[src/source/sram_pkg.sv]
package sram_pkg;

	////////////////////////////////////////////////////////////////////////////
	// Widths of the external SRAM and the request tags
	////////////////////////////////////////////////////////////////////////////

	localparam int addr_width = 18;
	localparam int data_width = 16;
	localparam int tag_width  = 8;

	////////////////////////////////////////////////////////////////////////////
	// Bus timing
	////////////////////////////////////////////////////////////////////////////

	// Clock cycles spent in every bus state
	localparam int phase_cycles = 2;
	// Phase divider width is at least one bit
	localparam int phase_width  = (phase_cycles > 1) ? $clog2(phase_cycles) : 1;

	typedef logic [addr_width-1:0] mem_addr_t;
	typedef logic [data_width-1:0] mem_word_t;
	typedef logic [tag_width-1:0]  req_tag_t;

	// A read runs setup, strobe and capture and a write runs setup, strobe and hold
	typedef enum logic [2:0] {
		st_idle       = 3'd0,
		st_rd_setup   = 3'd1,
		st_rd_strobe  = 3'd2,
		st_rd_capture = 3'd3,
		st_wr_setup   = 3'd4,
		st_wr_strobe  = 3'd5,
		st_wr_hold    = 3'd6
	} bus_state_t;

endpackage
[src/source/sram_port_arbiter.sv]
module sram_port_arbiter import sram_pkg::*; (
	input  logic      clk,
	input  logic      rst,

	// Read-only instruction fetch port
	input  mem_addr_t fetch_addr,
	input  req_tag_t  fetch_tag,
	output mem_word_t fetch_data,
	output logic      fetch_done,

	// Execute port for reads and writes
	input  mem_addr_t exe_addr,
	input  mem_word_t exe_wdata,
	input  logic      exe_write,
	input  req_tag_t  exe_tag,
	output mem_word_t exe_rdata,
	output logic      exe_done,

	// Towards the sequencer
	input  logic      busy,
	input  logic      finish,
	input  mem_word_t acc_rdata,
	output logic      start,
	output mem_addr_t acc_addr,
	output mem_word_t acc_wdata,
	output logic      acc_write
);

	// Last tag served for each port
	req_tag_t fetch_served;
	req_tag_t exe_served;

	logic fetch_pend;
	logic exe_pend;
	logic active;
	logic owner_exe;
	logic issue;

	assign fetch_pend = (fetch_tag != fetch_served);
	assign exe_pend   = (exe_tag != exe_served);

	assign fetch_done = !fetch_pend;
	assign exe_done   = !exe_pend;

	// One access in flight at a time and execute wins a tie
	assign issue = !active && !busy && (exe_pend || fetch_pend);

	always_ff @(posedge clk or negedge rst) begin
		if (!rst) begin
			start        <= 1'b0;
			active       <= 1'b0;
			owner_exe    <= 1'b0;
			fetch_served <= '0;
			exe_served   <= '0;
		end else begin
			start <= 1'b0;
			if (finish) begin
				active <= 1'b0;
				// Tag is still held by the port, so copy it straight across
				if (owner_exe)
					exe_served <= exe_tag;
				else
					fetch_served <= fetch_tag;
			end else if (issue) begin
				start     <= 1'b1;
				active    <= 1'b1;
				owner_exe <= exe_pend;
			end
		end
	end

	always_ff @(posedge clk) begin
		if (issue) begin
			acc_addr  <= exe_pend ? exe_addr : fetch_addr;
			acc_wdata <= exe_wdata;
			acc_write <= exe_pend && exe_write;
		end
		// Read word goes to whichever port owns the access
		if (finish && !acc_write) begin
			if (owner_exe)
				exe_rdata <= acc_rdata;
			else
				fetch_data <= acc_rdata;
		end
	end

	// Sequencer must have dropped busy before a new access is handed over
	a_start_not_busy: assert property (@(posedge clk) disable iff (!rst)
		start |-> !busy);

endmodule

[config.mk]
export PLATFORM = sky130hd
export DESIGN_NAME = sram_port_arbiter
export DESIGN_NICKNAME = d
export VERILOG_FILES = /design/src/source/sram_pkg.sv /design/src/source/sram_port_arbiter.sv
export SDC_FILE = /design/constraint.sdc
export NUM_CORES = 1
export LEC_CHECK = 0
export BUFFER_PORTS_ARGS = -buffer_cell sky130_fd_sc_hd__buf_2
export CAP_MARGIN = 20
export CORE_ASPECT_RATIO = 1.75
export CORE_MARGIN = 4
export CORE_UTILIZATION = 40
export CTS_BUF_LIST = sky130_fd_sc_hd__clkbuf_16
export CTS_CLUSTER_SIZE = 24
export DETAILED_ROUTE_END_ITERATION = 8
export PLACE_DENSITY_LB_ADDON = 0.12
export SYNTH_ARGS = -nofsm -noshare
export SYNTH_HDL_FRONTEND = slang
export SYNTH_SLANG_ARGS = --single-unit
[constraint.sdc]
create_clock -name clk -period 11.3 [get_ports clk]
set_input_delay 0.565 -clock clk [delete_from_list [all_inputs] [get_ports clk]]
set_output_delay 0.565 -clock clk [all_outputs]
set_load 0.1 [all_outputs]
==> impl_metrics.py <==
metrics = {
    "detailed_routing": {
        "dr.first_iter.drc_count": 107,
        "wl_per_cell_um": 16.6,
        "dr_total_vias": 1976,
        "dr.pass1.iters": 4,
        "viasPerCell": 4.68,
        "drc": 0,
        "wl_um": 7000,
        "ant_nets": 0,
    },
    "setup_path": {
        "critPathArrivalTime_ps": 1980,
        "critPathMaxStageDelay_ps": 430,
        "crit_start": "exe_served[5]",
        "crit_required_ps": 10740,
        "r2r_start": "fetch_served[4]",
        "start_kind": "flip-flop",
        "crit_slowest_cell": "or2_4",
        "worstSetupEndpointType": "output port",
        "critical_path_peak_fanout": 21,
        "worstPathCellList": "xnor2_1 > nand4_1 > or2_4 > inv_1 > buf_2",
        "critPathKind": "flip-flop to output port",
    },
    "yosys": {
        "synth_commonest_cells": "67 x edfxtp_1, 19 x dfrtp_1, 17 x mux2_2, 17 x mux2_4, 16 x xnor2_1",
        "yosys.area.top_type": "edfxtp_1",
        "yosysSeqAreaShare_pct": 77.3,
        "synthCells": 159,
        "synth_flop_cell": "edfxtp_1",
        "synth_top_area_share_pct": 62.5,
        "yosysMostFrequentCell": "edfxtp_1",
        "avgSynthCellArea_um2": 20.2,
        "syn_area_mm2": 0.00322,
        "netlist_top_cells_area": "edfxtp_1 62%, dfrtp_1 15%, mux2_4 7.9%",
        "yosys_warnings": 0,
        "ys_types": 20,
        "synth_edf_count": 67,
        "async_flop_share_pct": 22.1,
        "synth-seq-cells": 86,
        "synth_nets": 248,
    },
    "global_route": {
        "grt_usage_pct": 14.5,
        "grt_antenna_before_repair": 0,
        "overflow": 0,
        "grt_pass1_vias": 2012,
        "grt_pass1_wl_um": 9880,
        "grt_max_degree": 36,
    },
    "sta": {
        "worst_pin_slew_ps": 704,
        "finalHoldViolations": 0,
        "period_share_pct": 22.5,
        "drv_slew": 0,
        "worst_slack_ps": 8750,
        "setup_viol": 0,
        "fin_tns_setup_ps": 0,
        "period_minus_slack_ps": 2550,
        "finClkSkew_ps": 3.24,
        "slew_headroom_pct": 53.0,
        "fmax_ghz": 0.393,
        "rsz0062_at_grt": "no",
    },
    "pwr": {
        "finalPower_uw": 868,
        "p_int_uw": 619,
        "p_sw_uw": 250,
        "power_frac_clock_pct": 34.4,
        "powerDensity_mw_per_mm2": 196,
        "peakVddDrop_uv": 115,
        "p_leak_uw": 0.00195,
        "swShare_pct": 28.7,
        "combPwrFrac_pct": 20.7,
        "seq_power_share_pct": 45.0,
    },
    "die": {
        "dieWidth_um": 75.8,
        "start_util_pct": 40.7,
        "core_mm2": 0.00791,
        "die_h_um": 127,
        "dieArea_mm2": 0.00960,
        "io_pins": 159,
        "rows": 43,
    },
    "place": {
        "hpwl_um": 5520,
        "dp.cells": 407,
        "place_congestion": 0.756,
        "portBuffers": 158,
        "dp_slack_ps": 8780,
    },
    "clock_tree": {
        "cts_setup_buffers": 0,
        "h-tree-depth": 3,
        "cts_tree": "done",
        "cts_buffer_depth": 2,
        "clk-insertion-delay-late_ps": 330,
        "cts_repair_resize_count": 0,
        "numCtsBuffers": 9,
        "cts_hold_buf": 0,
        "clock_sinks": 86,
        "clkSlewWorstSetupHoldPaths_ps": 60,
        "cts-root-buf": "clkbuf_16",
    },
    "layout": {
        "syn2layout_area_growth_pct": 37.5,
        "drive_gt1_share_pct": 63.3,
        "fillCellCount": 669,
        "final_nets": 417,
        "utilization_pct": 56.0,
        "finalNonFillerCells": 422,
        "num_antenna_cells": 0,
    },
    "job": {
        "max-cap-violations": 0,
    },
    "hold_path": {
        "min_path_type": "input port to async pin",
    },
    "outcome": {
        "outcome": "finished, final reports clean",
    },
}
[state kept, by name, indices dropped and copies added, names as in the netlist]
signal	count
acc_addr	18
acc_wdata	16
exe_rdata	16
fetch_data	16
exe_served	8
fetch_served	8
acc_write	1
active	1
owner_exe	1
start	1
[worst max-delay path: cells and delay by family (launching register included)]
kind / cells / cell delay, ps
simple gates: 2 / 590
xor+xnor: 1 / 170
flops: 1 / 380
buf+inv: 2 / 510
[cell usage in the layout (no fill, tap or decap)]
master,Yosys,final
and2_1,1,1
nor4_1,1,1
clkinvlp_4,0,1
edfxtp_1,67,67
mux2_4,17,17
inv_1,1,3
o31ai_1,1,1
dfrtp_1,19,19
nor2b_1,3,3
buf_2,1,158
nand2b_1,1,1
buf_4,0,3
clkbuf_16,0,9
nor2_1,2,2
clkinv_2,0,1
xnor2_1,16,16
o21ai_0,1,1
a22o_1,1,1
bufinv_16,0,2
nand4_1,4,4
nor3_2,0,1
nor3_1,2,1
nand2_1,1,1
or2_4,1,1
mux2_2,17,17
[worst paths after layout]
kind	cells past startpoint	slack, ps	endpoint
setup / recovery	5	8750	exe_done
hold / removal	1	170	exe_served[5]
setup reg to reg	5	9320	acc_addr[14]
hold reg to reg	1	520	exe_served[0]
max in group asynchronous	1	10820	fetch_served[3]
min in group clk	1	410	acc_wdata[8]
[power groups by stage]
stage | Sequential [µW] | Clock (µW) | Combinational [µW]
global route | 393 | 321 | 189
detailed placement | 397 | 0 | 181
CTS | 390 | 307 | 182
global placement | 396 | 0 | 180
floorplan | 487 | 0 | 50.6
finish | 390 | 299 | 179
[kinds of logic (layout without fill, tap and decap cells)]
family / count (synthesis) / count (layout) / share of synthesized area [%]
flops: 86 / 86 / 77.3
compound gates: 3 / 3 / 0.661
simple gates: 16 / 16 / 2.88
xor+xnor: 16 / 16 / 4.35
buf+inv: 4 / 177 / 0.971
mux: 34 / 34 / 13.9
[layer usage]
layer  global-route usage, %  part of all wire (%)  wire length (µm)
met1                    12.8                    30              2100
met4                    8.14                   2.5               173
met5                       0                     0                 0
met2                    26.2                    57              3960
met3                    5.63                    11               770
[stage by stage]
step / instance area, µm² / hold slack [ps]
5_1_grt: 4430 / 189
6_report: 4430 / 173
2_1_floorplan: 3220 / 269
3_5_place_dp: 4120 / 515
3_3_place_gp: 4120 / 507
4_1_cts: 4430 / 180
[final cells by class]
cell class                 instances  area (µm²)  area share (%)
clock buffer                       9         225            5.09
tap                               90         113            2.54
multi-input combinational         69         706            15.9
clock inverter                     6        80.1            1.81
inverter                           1        3.75          0.0848
timing repair buffer             161         813            18.4
sequential                        86        2490            56.2
Note: power is estimated with default switching activity, not from simulation.
